### config.mk
export PLATFORM = sky130hd
export DESIGN_NAME = seq_controller
export DESIGN_NICKNAME = d
export VERILOG_FILES = /design/src/hw/isa_pkg.sv /design/src/hw/ctrl_pkg.sv /design/src/hw/opcode_decoder.sv /design/src/hw/fetch_fsm.sv /design/src/hw/mem_fsm.sv /design/src/hw/seq_controller.sv
export SDC_FILE = /design/constraint.sdc
export NUM_CORES = 1
export LEC_CHECK = 0
export ABC_AREA = 0
export BUFFER_PORTS_ARGS = -buffer_cell sky130_fd_sc_hd__buf_2
export CORE_MARGIN = 4
export CORE_UTILIZATION = 30
export DETAILED_ROUTE_END_ITERATION = 10
export PLACE_DENSITY = 0.53
export SLEW_MARGIN = 20
export SYNTH_ARGS = -nofsm -noshare
export SYNTH_HDL_FRONTEND = slang
export SYNTH_SLANG_ARGS = --single-unit
### constraint.sdc
create_clock -name clk -period 4.65 [get_ports clk]
set_input_delay 1.395 -clock clk [delete_from_list [all_inputs] [get_ports clk]]
set_output_delay 1.395 -clock clk [all_outputs]
set_load 0.01 [all_outputs]
### src/hw/isa_pkg.sv
package isa_pkg;

    ////////////////////////////////////////////////////////////
    // instruction set encodings
    ////////////////////////////////////////////////////////////

    // bit 3 set marks the immediate form of an alu op
    typedef enum logic [5:0] {
        ADD_R    = 6'h00,
        SUB_R    = 6'h01,
        AND_R    = 6'h02,
        OR_R     = 6'h03,
        XOR_R    = 6'h04,
        SHL_R    = 6'h05,
        SHR_R    = 6'h06,
        ADD_I    = 6'h08,
        SUB_I    = 6'h09,
        AND_I    = 6'h0a,
        OR_I     = 6'h0b,
        XOR_I    = 6'h0c,
        SHL_I    = 6'h0d,
        SHR_I    = 6'h0e,
        LOAD     = 6'h10,
        STORE    = 6'h11,
        PORT_OUT = 6'h12,
        NOP      = 6'h3f
    } opcode_e;

    // alu function selects
    typedef enum logic [2:0] {
        ALU_ADD,
        ALU_SUB,
        ALU_AND,
        ALU_OR,
        ALU_XOR,
        ALU_SHL,
        ALU_SHR,
        ALU_PASS
    } alu_op_e;

    // memory command class
    typedef enum logic [1:0] {
        MEM_NONE,
        MEM_LOAD,
        MEM_STORE,
        MEM_PORT_OUT
    } mem_op_e;

    // fetched instruction word
    typedef struct packed {
        opcode_e    opcode;
        logic [9:0] operand;
    } instr_t;

endpackage

### src/hw/ctrl_pkg.sv
package ctrl_pkg;

    ////////////////////////////////////////////////////////////
    // stage state machines
    ////////////////////////////////////////////////////////////

    typedef enum logic [2:0] {
        F_IDLE,
        F_FETCH,
        F_DECODE,
        F_EXT,
        F_ISSUE
    } fetch_state_e;

    typedef enum logic [2:0] {
        M_IDLE,
        M_LOAD_REQ,
        M_LOAD_WAIT,
        M_STORE_REQ,
        M_PORT_RAISE,
        M_PORT_DROP
    } mem_state_e;

    ////////////////////////////////////////////////////////////
    // control words
    ////////////////////////////////////////////////////////////

    // execute control issued once per instruction
    typedef struct packed {
        isa_pkg::alu_op_e alu_op;
        logic             reg_write;
        logic             imm_sel;
        logic             trap;
    } exec_ctrl_t;

    // command handed from fetch to memory stage
    typedef struct packed {
        isa_pkg::mem_op_e op;
        logic             reg_write;
    } mem_cmd_t;

    // external data bus request
    typedef struct packed {
        logic d_req;
        logic d_we;
    } data_bus_t;

endpackage

### src/hw/opcode_decoder.sv
`timescale 1ns/1ps

module opcode_decoder (
    input  isa_pkg::opcode_e     opcode,
    output ctrl_pkg::exec_ctrl_t exec_ctrl,
    output isa_pkg::mem_op_e     mem_op,
    output logic                 needs_ext
);

    always_comb
    begin
        // most opcodes write a register and touch no memory
        exec_ctrl.alu_op    = isa_pkg::ALU_PASS;
        exec_ctrl.reg_write = 1'b1;
        exec_ctrl.imm_sel   = 1'b0;
        exec_ctrl.trap      = 1'b0;
        mem_op              = isa_pkg::MEM_NONE;
        needs_ext           = 1'b0;

        case (opcode)
            isa_pkg::ADD_R, isa_pkg::ADD_I:
                exec_ctrl.alu_op = isa_pkg::ALU_ADD;
            isa_pkg::SUB_R, isa_pkg::SUB_I:
                exec_ctrl.alu_op = isa_pkg::ALU_SUB;
            isa_pkg::AND_R, isa_pkg::AND_I:
                exec_ctrl.alu_op = isa_pkg::ALU_AND;
            isa_pkg::OR_R, isa_pkg::OR_I:
                exec_ctrl.alu_op = isa_pkg::ALU_OR;
            isa_pkg::XOR_R, isa_pkg::XOR_I:
                exec_ctrl.alu_op = isa_pkg::ALU_XOR;
            isa_pkg::SHL_R, isa_pkg::SHL_I:
                exec_ctrl.alu_op = isa_pkg::ALU_SHL;
            isa_pkg::SHR_R, isa_pkg::SHR_I:
                exec_ctrl.alu_op = isa_pkg::ALU_SHR;
            isa_pkg::LOAD:
            begin
                // address is base plus operand
                exec_ctrl.alu_op = isa_pkg::ALU_ADD;
                mem_op           = isa_pkg::MEM_LOAD;
            end
            isa_pkg::STORE:
            begin
                exec_ctrl.alu_op    = isa_pkg::ALU_ADD;
                exec_ctrl.reg_write = 1'b0;
                mem_op              = isa_pkg::MEM_STORE;
            end
            isa_pkg::PORT_OUT:
            begin
                exec_ctrl.reg_write = 1'b0;
                mem_op              = isa_pkg::MEM_PORT_OUT;
            end
            isa_pkg::NOP:
                exec_ctrl.reg_write = 1'b0;
            default:
            begin
                // undefined opcode traps
                exec_ctrl.reg_write = 1'b0;
                exec_ctrl.trap      = 1'b1;
            end
        endcase

        // immediate forms carry a second word
        if (opcode inside {isa_pkg::ADD_I, isa_pkg::SUB_I, isa_pkg::AND_I, isa_pkg::OR_I,
                           isa_pkg::XOR_I, isa_pkg::SHL_I, isa_pkg::SHR_I})
        begin
            exec_ctrl.imm_sel = 1'b1;
            needs_ext         = 1'b1;
        end
    end

endmodule

### src/hw/fetch_fsm.sv
`timescale 1ns/1ps

module fetch_fsm #(
    parameter int INSTR_W = 16
) (
    input  logic                 clk,
    input  logic                 rst_n,
    input  logic                 instr_valid,
    input  isa_pkg::instr_t      instr,
    output logic                 fetch_req,
    output logic                 exec_valid,
    output ctrl_pkg::exec_ctrl_t exec_ctrl,
    output ctrl_pkg::mem_cmd_t   mem_cmd,
    output logic                 mem_valid,
    input  logic                 mem_ready
);

    ctrl_pkg::fetch_state_e state;
    ctrl_pkg::fetch_state_e state_nxt;
    logic [INSTR_W-1:0]     word_q;
    isa_pkg::instr_t        word;
    isa_pkg::mem_op_e       dec_mem_op;
    logic                   needs_ext;
    logic                   ext_done;
    logic                   ext_pending;

    assign word = isa_pkg::instr_t'(word_q);

    opcode_decoder i_decoder (
        .opcode    (word.opcode),
        .exec_ctrl (exec_ctrl),
        .mem_op    (dec_mem_op),
        .needs_ext (needs_ext)
    );

    ////////////////////////////////////////////////////////////
    // state register
    ////////////////////////////////////////////////////////////

    always_ff @(posedge clk)
    begin
        if (!rst_n)
        begin
            state    <= ctrl_pkg::F_IDLE;
            ext_done <= 1'b0;
        end
        else
        begin
            state <= state_nxt;
            // first word clears it, the extension word sets it
            if (fetch_req && instr_valid)
                ext_done <= (state != ctrl_pkg::F_FETCH);
        end
    end

    // opcode word, captured on the first acceptance only
    always_ff @(posedge clk)
    begin
        if (state == ctrl_pkg::F_FETCH && instr_valid)
            word_q <= instr;
    end

    ////////////////////////////////////////////////////////////
    // next state and outputs
    ////////////////////////////////////////////////////////////

    assign ext_pending = needs_ext && !ext_done;

    always_comb
    begin
        state_nxt = state;
        case (state)
            ctrl_pkg::F_IDLE:
                state_nxt = ctrl_pkg::F_FETCH;
            ctrl_pkg::F_FETCH:
                if (instr_valid)
                    state_nxt = ctrl_pkg::F_DECODE;
            ctrl_pkg::F_DECODE:
                if (!ext_pending)
                    state_nxt = ctrl_pkg::F_ISSUE;
                else if (!instr_valid)
                    state_nxt = ctrl_pkg::F_EXT;
            ctrl_pkg::F_EXT:
                if (instr_valid)
                    state_nxt = ctrl_pkg::F_DECODE;
            ctrl_pkg::F_ISSUE:
                if (!mem_valid || mem_ready)
                    state_nxt = ctrl_pkg::F_IDLE;
            default:
                state_nxt = ctrl_pkg::F_IDLE;
        endcase
    end

    // extension request already goes out while decoding
    assign fetch_req = (state == ctrl_pkg::F_FETCH) || (state == ctrl_pkg::F_EXT) ||
                       (state == ctrl_pkg::F_DECODE && ext_pending);

    assign mem_valid  = (state == ctrl_pkg::F_ISSUE) && (dec_mem_op != isa_pkg::MEM_NONE);
    // memory ops issue together with the command transfer
    assign exec_valid = (state == ctrl_pkg::F_ISSUE) && (!mem_valid || mem_ready);

    assign mem_cmd.op        = dec_mem_op;
    assign mem_cmd.reg_write = exec_ctrl.reg_write;

    ////////////////////////////////////////////////////////////
    // checks
    ////////////////////////////////////////////////////////////

    // fetch request held until a word arrives
    assert property (@(posedge clk) disable iff (!rst_n)
        fetch_req && !instr_valid |=> fetch_req);

    assert property (@(posedge clk) $bits(isa_pkg::instr_t) == INSTR_W);

endmodule

### src/hw/mem_fsm.sv
`timescale 1ns/1ps

module mem_fsm (
    input  logic                 clk,
    input  logic                 rst_n,
    input  ctrl_pkg::mem_cmd_t   mem_cmd,
    input  logic                 mem_valid,
    output logic                 mem_ready,
    output ctrl_pkg::data_bus_t  data_bus,
    input  logic                 d_ready,
    input  logic                 d_rvalid,
    output logic                 port_strobe,
    input  logic                 port_ack,
    output logic                 mem_wb_valid
);

    ctrl_pkg::mem_state_e state;
    ctrl_pkg::mem_state_e state_nxt;
    logic                 wb_en_q;

    ////////////////////////////////////////////////////////////
    // state register
    ////////////////////////////////////////////////////////////

    always_ff @(posedge clk)
    begin
        if (!rst_n)
        begin
            state        <= ctrl_pkg::M_IDLE;
            mem_wb_valid <= 1'b0;
        end
        else
        begin
            state        <= state_nxt;
            // write-back one cycle after read data returns
            mem_wb_valid <= (state == ctrl_pkg::M_LOAD_WAIT) && d_rvalid && wb_en_q;
        end
    end

    // write-back enable of the command in flight
    always_ff @(posedge clk)
    begin
        if (mem_valid && mem_ready)
            wb_en_q <= mem_cmd.reg_write;
    end

    ////////////////////////////////////////////////////////////
    // sequencing
    ////////////////////////////////////////////////////////////

    always_comb
    begin
        state_nxt = state;
        case (state)
            ctrl_pkg::M_IDLE:
                if (mem_valid)
                begin
                    case (mem_cmd.op)
                        isa_pkg::MEM_LOAD:     state_nxt = ctrl_pkg::M_LOAD_REQ;
                        isa_pkg::MEM_STORE:    state_nxt = ctrl_pkg::M_STORE_REQ;
                        isa_pkg::MEM_PORT_OUT: state_nxt = ctrl_pkg::M_PORT_RAISE;
                        default:               state_nxt = ctrl_pkg::M_IDLE;
                    endcase
                end
            ctrl_pkg::M_LOAD_REQ:
                if (d_ready)
                    state_nxt = ctrl_pkg::M_LOAD_WAIT;
            ctrl_pkg::M_LOAD_WAIT:
                if (d_rvalid)
                    state_nxt = ctrl_pkg::M_IDLE;
            ctrl_pkg::M_STORE_REQ:
                if (d_ready)
                    state_nxt = ctrl_pkg::M_IDLE;
            // four-phase port handshake
            ctrl_pkg::M_PORT_RAISE:
                if (port_ack)
                    state_nxt = ctrl_pkg::M_PORT_DROP;
            ctrl_pkg::M_PORT_DROP:
                if (!port_ack)
                    state_nxt = ctrl_pkg::M_IDLE;
            default:
                state_nxt = ctrl_pkg::M_IDLE;
        endcase
    end

    assign mem_ready      = (state == ctrl_pkg::M_IDLE);
    assign data_bus.d_req = (state == ctrl_pkg::M_LOAD_REQ) || (state == ctrl_pkg::M_STORE_REQ);
    assign data_bus.d_we  = (state == ctrl_pkg::M_STORE_REQ);
    assign port_strobe    = (state == ctrl_pkg::M_PORT_RAISE);

    ////////////////////////////////////////////////////////////
    // checks
    ////////////////////////////////////////////////////////////

    // request and direction hold until the bus takes them
    assert property (@(posedge clk) disable iff (!rst_n)
        data_bus.d_req && !d_ready |=> data_bus.d_req && $stable(data_bus));

    // strobe held until acknowledged
    assert property (@(posedge clk) disable iff (!rst_n)
        port_strobe && !port_ack |=> port_strobe);

endmodule

### src/hw/seq_controller.sv
`timescale 1ns/1ps

module seq_controller #(
    parameter int INSTR_W = 16
) (
    input  logic                 clk,
    input  logic                 rst_n,
    output logic                 fetch_req,
    input  logic                 instr_valid,
    input  isa_pkg::instr_t      instr,
    output logic                 exec_valid,
    output ctrl_pkg::exec_ctrl_t exec_ctrl,
    output ctrl_pkg::data_bus_t  data_bus,
    input  logic                 d_ready,
    input  logic                 d_rvalid,
    output logic                 port_strobe,
    input  logic                 port_ack,
    output logic                 mem_wb_valid
);

    // fetch to memory stage handoff
    ctrl_pkg::mem_cmd_t mem_cmd;
    logic               mem_valid;
    logic               mem_ready;

    fetch_fsm #(
        .INSTR_W (INSTR_W)
    ) i_fetch (
        .clk         (clk),
        .rst_n       (rst_n),
        .instr_valid (instr_valid),
        .instr       (instr),
        .fetch_req   (fetch_req),
        .exec_valid  (exec_valid),
        .exec_ctrl   (exec_ctrl),
        .mem_cmd     (mem_cmd),
        .mem_valid   (mem_valid),
        .mem_ready   (mem_ready)
    );

    mem_fsm i_mem (
        .clk          (clk),
        .rst_n        (rst_n),
        .mem_cmd      (mem_cmd),
        .mem_valid    (mem_valid),
        .mem_ready    (mem_ready),
        .data_bus     (data_bus),
        .d_ready      (d_ready),
        .d_rvalid     (d_rvalid),
        .port_strobe  (port_strobe),
        .port_ack     (port_ack),
        .mem_wb_valid (mem_wb_valid)
    );

endmodule

==> results of run 1 <==
power breakdown:
| group | total (mW) | leakage, nW | switching [mW] | internal [mW] |
|---|---|---|---|---|
| combinational | 0.0313 | 0.273 | 0.0160 | 0.0153 |
| sequential | 0.153 | 0.129 | 0.00911 | 0.144 |
| clock | 0.0780 | 0.0139 | 0.0453 | 0.0327 |
layout by cell type (no fill, tap or decap), types with 2 or more instances in the layout:
master,instances
a21oi_1,8
and2_1,2
buf_2,23
clkbuf_4,3
dfxtp_1,8
edfxtp_1,7
ha_1,3
inv_1,4
nand2_1,8
nand2b_1,2
nor2_1,9
nor2b_1,3
nor3_1,4
nor3b_1,6
nor4_1,2
o21ai_0,5
xor2_1,2
per-stage QoR:
stage               setup slack [ps]  power [mW]
global placement                 926       0.187
CTS                              581       0.267
floorplan                       1190       0.174
detailed placement               925       0.188
finish                           606       0.263
global route                     374       0.280
registers in the layout, indices dropped and copies added, names as in the netlist:
signal and flops:
i_mem.mem_wb_valid 1, i_mem.wb_en_q 1, i_fetch.word 6, i_mem.state 3, i_fetch.state 3, i_fetch.ext_done 1
final cells by class:
| cell class | count | area [um2] | share of cell area, % |
|---|---|---|---|
| well taps | 31 | 38.8 | 3.76 |
| clock inverters | 1 | 7.51 | 0.727 |
| multi-input cells | 71 | 463 | 44.8 |
| repair buffers | 23 | 115 | 11.2 |
| flip-flops and latches | 15 | 370 | 35.9 |
| clock buffers | 3 | 22.5 | 2.18 |
| inverters | 4 | 15.0 | 1.45 |
layer usage:
metal,track usage [%],up-vias,routed length [um]
met5,0,-,0
met4,3.64,0,18
met3,3.10,2,136
met2,14.9,25,699
met1,13.9,318,869
li1,-,382,-
worst paths after layout:
path / startpoint / endpoint / slack (ps) / cells past startpoint
setup / recovery: i_fetch.word[15] / exec_valid / 610 / 8
hold / removal: i_fetch.state[2] / i_fetch.state[0] / 480 / 1
setup reg to reg: i_fetch.word[15] / i_mem.state[2] / 2280 / 7
hold reg to reg: i_fetch.state[2] / i_fetch.state[0] / 480 / 1
kinds of logic after synthesis:
logic type                 synth area share, %
AOI/OAI and AO/OA                         13.4
and+or+nand+nor                           33.5
DFF                                       42.5
buffers and inverters                     4.31
adders and majority gates                 4.31
xor gates and xnor gates                  2.01
worst max-delay path: cells and delay by family (launching register included):
family | cells | cell delay (ps)
buffers and inverters | 2 | 230
adder cells (fa/ha/maj) | 1 | 200
flip-flops | 1 | 540
AND/OR/NAND/NOR | 5 | 1390
==> key figures, run 1 <==
Final layout
  • Finished Layout Cells: 148
  • Nets@finish: 143
  • Antenna cells: 0
  • Area Growth Syn to Fin: 18.5%
  • Post-Route Utilization: 37.4%
  • Fill count: 291
  • Design area: 1030 um2
  • Layout cells sized above 1: 27.4%

Synth
  • Synthesized instance count: 94
  • Top-count cell post-synth: nor2_1
  • Leading area contributor after synthesis: edfxtp_1
  • Largest cells by area after synthesis: edfxtp_1 24%, dfxtp_1 18%, nor3b_1 5.2%
  • Primary FF master, synth: dfxtp_1
  • Sequential-to-total area share from yosys stat: 42.5%
  • Synth cell types: 34
  • Synth top area share: 24.1%
  • Syn_nets: 119
  • Synth cell count leaders: 9 x nor2_1, 8 x a21oi_1, 8 x dfxtp_1, 8 x nand2_1, 7 x edfxtp_1
  • Post-synthesis cell area: 871 um2
  • Synth warn: 0
  • Asr flop ratio synth: 0%
  • Yosys reg bits: 15
  • Synth Area per Inst: 9.26 um2
  • Number of synthesized flops with an enable pin: 7

Global routing
  • Initial antenna violation count: 0
  • Total congestion overflow: 0
  • Number of global-route vias before repair: 672
  • Largest net degree at the start of global routing: 11
  • First-pass GRT wire length: 2900 um
  • Total GRT Usage: 10.1%

Drt
  • Antenna Nets Post-Route: 0
  • DRT iter0 DRCs: 19
  • Final wirelength: 1720 um
  • Routed WL per cell: 11.6 um
  • Vias per Instance: 4.91
  • # DRC: 0
  • Routed vias: 727
  • TritonRoute pass-1 iters: 4

CTS
  • Hold_buf cts: 0
  • Clk sinks: 15
  • Clock latency on the worst-skew pair: 290 ps
  • Clock Tree Buf Depth: 2
  • Clk slew on worst S/H paths: 100 ps
  • Num CTS Buffers: 3
  • Root Driver: clkbuf_4
  • Post_cts resized: 0
  • CTS tree: done
  • H-tree levels: 1
  • Post-CTS Setup Inserts: 0

Floorplan
  • IO Pins: 34
  • Rows: 19
  • Die area: 3830 um2
  • Initial Utilization: 31.6%
  • Die width: 61.9 um
  • Placeable core region: 2760 um2
  • Die Ht: 61.9 um

STA
  • Setup_tns: 0 ps
  • Unrepaired setup endpoints after global routing: no
  • Setup violators final: 0
  • Worst-Margin Slew: 912 ps
  • Final Hold Vio Count: 0
  • Layout Skew: 11.3 ps
  • Final period util: 87.0%
  • Final Max Tran Viols: 0
  • Final hold slack: 476 ps
  • Slew margin rel.: 39.1%
  • Final min period: 4040 ps
  • Maximum clock rate: 247 MHz

Hold path
  • Min-delay worst type: reg -> reg

Setup path
  • Crit-path slowest cell: edfxtp_1
  • Setup CP Type: reg -> out
  • Arr. time, crit path: 2650 ps
  • Worst setup EP type: output pin
  • CP max FO: 9
  • Startpoint Class: register
  • Worst-path cell chain: nor4b_1, nor2b_1, inv_1, ha_1, or4b_4, nor2_1, nor4_1, buf_2
  • CP required: 3250 ps
  • Max incr delay on CP: 540 ps

Job
  • Max Cap Viol: 0

Place
  • DP Cell Count: 144
  • Area post-placement: 1000 um2
  • HPWL after DPL: 1310 um
  • Final Wtd Congestion: 0.805
  • PortBufs: 23

Power
  • Pwr Density: 254 nW/um2
  • Leakage power: 0.417 nW
  • Worst vdd ir: 0.000152 V

Run status
  • Outcome: completed
No activity file was read; power rests on OpenSTA's default activity.
==> inputs of run 2 (changes only) <==
--- a/config.mk
+++ b/config.mk
@@ -7,9 +7,9 @@
 export LEC_CHECK = 0
 export ABC_AREA = 0
 export BUFFER_PORTS_ARGS = -buffer_cell sky130_fd_sc_hd__buf_2
-export CORE_MARGIN = 4
 export CORE_UTILIZATION = 30
 export DETAILED_ROUTE_END_ITERATION = 10
+export GPL_ROUTABILITY_DRIVEN = 1
 export PLACE_DENSITY = 0.53
 export SLEW_MARGIN = 20
 export SYNTH_ARGS = -nofsm -noshare
==> run 2 against run 1 <==
Against the previous run: die area is 18% lower; highest routed layer unchanged; worst setup slack worse by 34 ps; clock power is 1% lower; final cell count did not move.
==> key figures, run 2 (same netlist as run 1, synthesis figures left out) <==
Global routing
  • Initial antenna violation count: 0
  • First-pass GRT wire length: 2770 um
  • Routing usage on met1: 15.1%
  • Total GRT Usage: 11.2%
  • Total congestion overflow: 0
  • M2 GR Usage: 16.7%
  • Met3 Track Usage GR: 3.72%
  • GRT busiest layer: met2
  • Largest net degree at the start of global routing: 11
  • Number of global-route vias before repair: 647

Run status
  • Outcome: completed

Place
  • Area post-placement: 1000 um2
  • Final Wtd Congestion: 0.705
  • PortBufs: 23
  • HPWL after DPL: 1290 um

Drt
  • Routed vias: 743
  • Vias per Instance: 5.02
  • Antenna Nets Post-Route: 0
  • Routed WL per cell: 11.5 um
  • Final wirelength: 1700 um
  • # DRC: 0
  • DRT iter0 DRCs: 29
  • TritonRoute pass-1 iters: 4

Setup path
  • Startpoint Class: register
  • Reg-to-reg endpoint: i_mem.state[1]
  • Slack of the worst reg-to-reg path: 2270 ps
  • RR Startpoint: i_fetch.word[15]
  • Setup CP Type: reg -> out
  • CP max FO: 9
  • Worst reg2reg path depth: 8
  • Worst setup EP type: output pin
  • Arr. time, crit path: 2680 ps
  • CP required: 3250 ps

STA
  • Setup violators final: 0
  • Final min period: 4080 ps
  • Layout Skew: 11.7 ps
  • Slew margin rel.: 36.5%
  • Final Max Tran Viols: 0
  • Unrepaired setup endpoints after global routing: no
  • Worst-Margin Slew: 951 ps
  • Setup_tns: 0 ps
  • Final Hold Vio Count: 0
  • Maximum clock rate: 245 MHz
  • Final period util: 87.7%

Hold path
  • Worst hold endpoint: i_fetch.state[0]
  • Worst hold path depth: 1
  • Min-delay worst type: reg -> reg
  • Worst min-delay path startpoint: i_fetch.state[2]

Floorplan
  • IO Pins: 34
  • Die Ht: 55.9 um
  • Initial Utilization: 31.6%
  • Placeable core region: 2760 um2
  • Die width: 55.9 um
  • Rows: 19
  • Die area: 3120 um2

Final layout
  • Most frequent cells in the layout: 23 x buf_2, 9 x nor2_1, 8 x nand2_1, 8 x a21oi_1, 8 x dfxtp_1
  • Max reg flops: 6
  • Antenna cells: 0
  • Area Growth Syn to Fin: 18.5%
  • Nets@finish: 143
  • Commonest non-fill, non-tap cell in the layout: buf_2
  • Layout cells sized above 1: 27.4%
  • Design area: 1030 um2

Power
  • Tot Pwr: 262 uW
  • Worst vdd ir: 0.000137 V
  • Leakage power: 0.417 nW
  • Pwr Density: 253 nW/um2

CTS
  • Hold_buf cts: 0
  • Clk sinks: 15
  • Root Driver: clkbuf_4
  • CTS tree: done
  • Clock Tree Buf Depth: 2
  • H-tree levels: 1
  • Clk slew on worst S/H paths: 100 ps
  • Clock latency on the worst-skew pair: 290 ps
  • Post-CTS Setup Inserts: 0
  • Num CTS Buffers: 3
  • Post_cts resized: 0

Job
  • Max Cap Viol: 0
[run 2: cell counts in the layout (fill, tap and decap cells not counted)]
No cell type changed its count.
[run 2: stage by stage]
step                setup slack [ps]  std cells  hold WS, ps  util (%)
finish                           573        148          487      37.4
detailed placement               902        144          481      36.3
global placement                 928        144          470      36.3
global route                     393        148          519      37.4
floorplan                       1190         94          435         -
CTS                              558        148          497      37.4
[run 2: how the worst max path moves through the flow]
stage                           from         end  slack (ps)  cells past startpoint
floorplan           i_fetch.word[14]  exec_valid        1190                      8
global placement    i_fetch.word[12]  exec_valid         930                      8
detailed placement  i_fetch.word[15]  exec_valid         900                      8
CTS                 i_fetch.word[15]  exec_valid         560                      8
global route        i_fetch.word[15]  exec_valid         390                      8
finish              i_fetch.word[15]  exec_valid         570                      8
[run 2: metal layers]
metal	part of all wire, %	vias to the layer above
met5	0	-
met1	51	342
met2	43	17
met4	1.2	0
li1	-	382
met3	4.6	2
[run 2: power by group]
group | internal, mW | switching, mW | total (mW)
clock | 0.0327 | 0.0445 | 0.0771
sequential | 0.144 | 0.00904 | 0.153
combinational | 0.0153 | 0.0160 | 0.0313
total | 0.192 | 0.0695 | 0.262
[run 2: cell type report]
class                           instances  area (um2)
Fill cell                             287        1730
Multi-Input combinational cell         71         463
Tap cell                               31        38.8
Sequential cell                        15         370
Inverter                                4        15.0
Clock buffer                            3        22.5
Timing Repair Buffer                   23         115
Clock inverter                          1        7.51
[run 2: worst max-delay path, stage by stage (launching register included)]
cell	delay (ps)
edfxtp_1	540
nor4b_1	350
nor2b_1	230
inv_1	80
ha_1	200
or4b_4	520
nor2_1	240
nor4_1	80
buf_2	150
==> inputs of run 3 (changes only) <==
--- a/config.mk
+++ b/config.mk
@@ -6,11 +6,10 @@
 export NUM_CORES = 1
 export LEC_CHECK = 0
 export ABC_AREA = 0
-export BUFFER_PORTS_ARGS = -buffer_cell sky130_fd_sc_hd__buf_2
 export CORE_UTILIZATION = 30
 export DETAILED_ROUTE_END_ITERATION = 10
+export DONT_BUFFER_PORTS = 1
 export GPL_ROUTABILITY_DRIVEN = 1
-export PLACE_DENSITY = 0.53
 export SLEW_MARGIN = 20
 export SYNTH_ARGS = -nofsm -noshare
 export SYNTH_HDL_FRONTEND = slang
==> run 3 against run 2 <==
Against the previous run: final cell count fell by 16%; first-iteration DRC count is 3.4% lower; non-clock buffer count shrank 23; combinational power shrank 30%; die area unchanged; sequential share of layout area is 4.6 points higher.
==> key figures, run 3 (same netlist as run 1, synthesis figures left out) <==
Run status
  • Outcome: completed

Drt
  • Final wirelength: 1570 um
  • Routed WL per cell: 12.6 um
  • DRT iter0 DRCs: 28
  • TritonRoute pass-1 iters: 4
  • Vias per Instance: 5.27
  • Antenna Nets Post-Route: 0
  • Routed vias: 659
  • # DRC: 0

Final layout
  • Design area: 915 um2
  • Layout cells sized above 1: 9.57%
  • Fill count: 302
  • Commonest non-fill, non-tap cell in the layout: nor2_1
  • Multi-input combinational cell area: 463 um2
  • Most frequent cells in the layout: 9 x nor2_1, 8 x nand2_1, 8 x a21oi_1, 8 x dfxtp_1, 7 x edfxtp_1
  • Area Growth Syn to Fin: 5.03%
  • Antenna cells: 0
  • Nets@finish: 120
  • Sequential cell area: 370 um2
  • Max reg flops: 6

CTS
  • Clock latency on the worst-skew pair: 290 ps
  • Hold_buf cts: 0
  • CTS tree: done
  • Clock Tree Buf Depth: 2
  • H-tree levels: 1
  • Post-CTS Setup Inserts: 0
  • Root Driver: clkbuf_4
  • Clk slew on worst S/H paths: 90 ps
  • Clk sinks: 15
  • Num CTS Buffers: 3
  • Post_cts resized: 0

Setup path
  • Setup CP Type: reg -> out
  • Crit-path slowest cell: or4b_4
  • Startpoint Class: register
  • Max incr delay on CP: 520 ps
  • CP max FO: 8
  • Worst setup EP type: output pin
  • CP required: 3250 ps
  • Arr. time, crit path: 2550 ps
  • Worst-path cell chain: nor4b_1, nor2b_1, inv_1, ha_1, or4b_4, nor2_1, nor4_1

Global routing
  • Total congestion overflow: 0
  • Number of global-route vias before repair: 639
  • Initial antenna violation count: 0
  • M2 GR Usage: 18.9%
  • First-pass GRT wire length: 2810 um
  • Largest net degree at the start of global routing: 11
  • Total GRT Usage: 11.3%
  • Met3 Track Usage GR: 6.51%
  • Routing usage on met1: 12.7%
  • GRT busiest layer: met2

STA
  • Worst-Margin Slew: 894 ps
  • Final Max Tran Viols: 0
  • Final Hold Vio Count: 0
  • Final min period: 3950 ps
  • Layout Skew: 6.49 ps
  • Maximum clock rate: 253 MHz
  • Setup violators final: 0
  • Final hold slack: 475 ps
  • Slew margin rel.: 40.2%
  • Unrepaired setup endpoints after global routing: no
  • Setup_tns: 0 ps
  • Final period util: 84.9%

Place
  • HPWL after DPL: 1200 um
  • Final Wtd Congestion: 0.766
  • Area post-placement: 887 um2
  • PortBufs: 0

Job
  • Max Cap Viol: 0

Floorplan
  • Die area: 3120 um2
  • Die Ht: 55.9 um
  • Rows: 19
  • Placeable core region: 2760 um2
  • Initial Utilization: 31.6%
  • IO Pins: 34
  • Die width: 55.9 um

Hold path
  • Min-delay worst type: reg -> reg

Power
  • Pwr Density: 274 nW/um2
  • Leakage power: 0.323 nW
  • Tot Pwr: 250 uW
  • Worst vdd ir: 0.000176 V
run 3: changes by cell type in the layout (fill, tap and decap cells not counted):
cell	delta
clkinv_2	+1
clkinvlp_4	-1
buf_2	-23
run 3: report_power, final:
| part | total (mW) | internal, mW | switching (mW) |
|---|---|---|---|
| sequential | 0.153 | 0.144 | 0.00899 |
| clock | 0.0752 | 0.0319 | 0.0433 |
| combinational | 0.0220 | 0.00946 | 0.0125 |
| total | 0.250 | 0.186 | 0.0648 |
run 3: layer usage:
layer | wire length, um | vias to the layer above | part of all wire, %
met5 | 0 | - | 0
met4 | 7 | 0 | 0.45
met3 | 149 | 2 | 9.5
met2 | 736 | 22 | 47
met1 | 679 | 300 | 43
li1 | - | 335 | -
run 3: final cells by class:
| cell class | count | area share, % |
|---|---|---|
| Multi-Input combinational cell | 71 | 50.6 |
| Clock inverter | 1 | 0.547 |
| Tap cell | 31 | 4.24 |
| Inverter | 4 | 1.64 |
| Sequential cell | 15 | 40.5 |
| Clock buffer | 3 | 2.46 |
run 3: path summary, 6_finish.rpt:
kind	cells after the start	startpoint	to	slack, ps
worst max-delay path	7	i_fetch.word[12]	exec_valid	700
worst min-delay path	1	i_fetch.state[2]	i_fetch.state[0]	470
worst max register to register	8	i_fetch.word[12]	i_mem.state[1]	2290
worst min register to register	1	i_fetch.state[2]	i_fetch.state[0]	470
run 3: through the flow:
stage	util, %	instances	setup WS, ps
after CTS	33.2	125	646
after detailed placement	32.2	121	987
after global placement	32.2	121	1030
final	33.2	125	703
after global routing	33.2	125	506
after floorplan	-	94	1190
run 3: critical path, delay by kind of cell, from the launching register on:
kind | cells | cell delay (ps)
buffers and inverters | 1 | 80
adders and majority gates | 1 | 200
DFF | 1 | 490
and+or+nand+nor | 5 | 1490
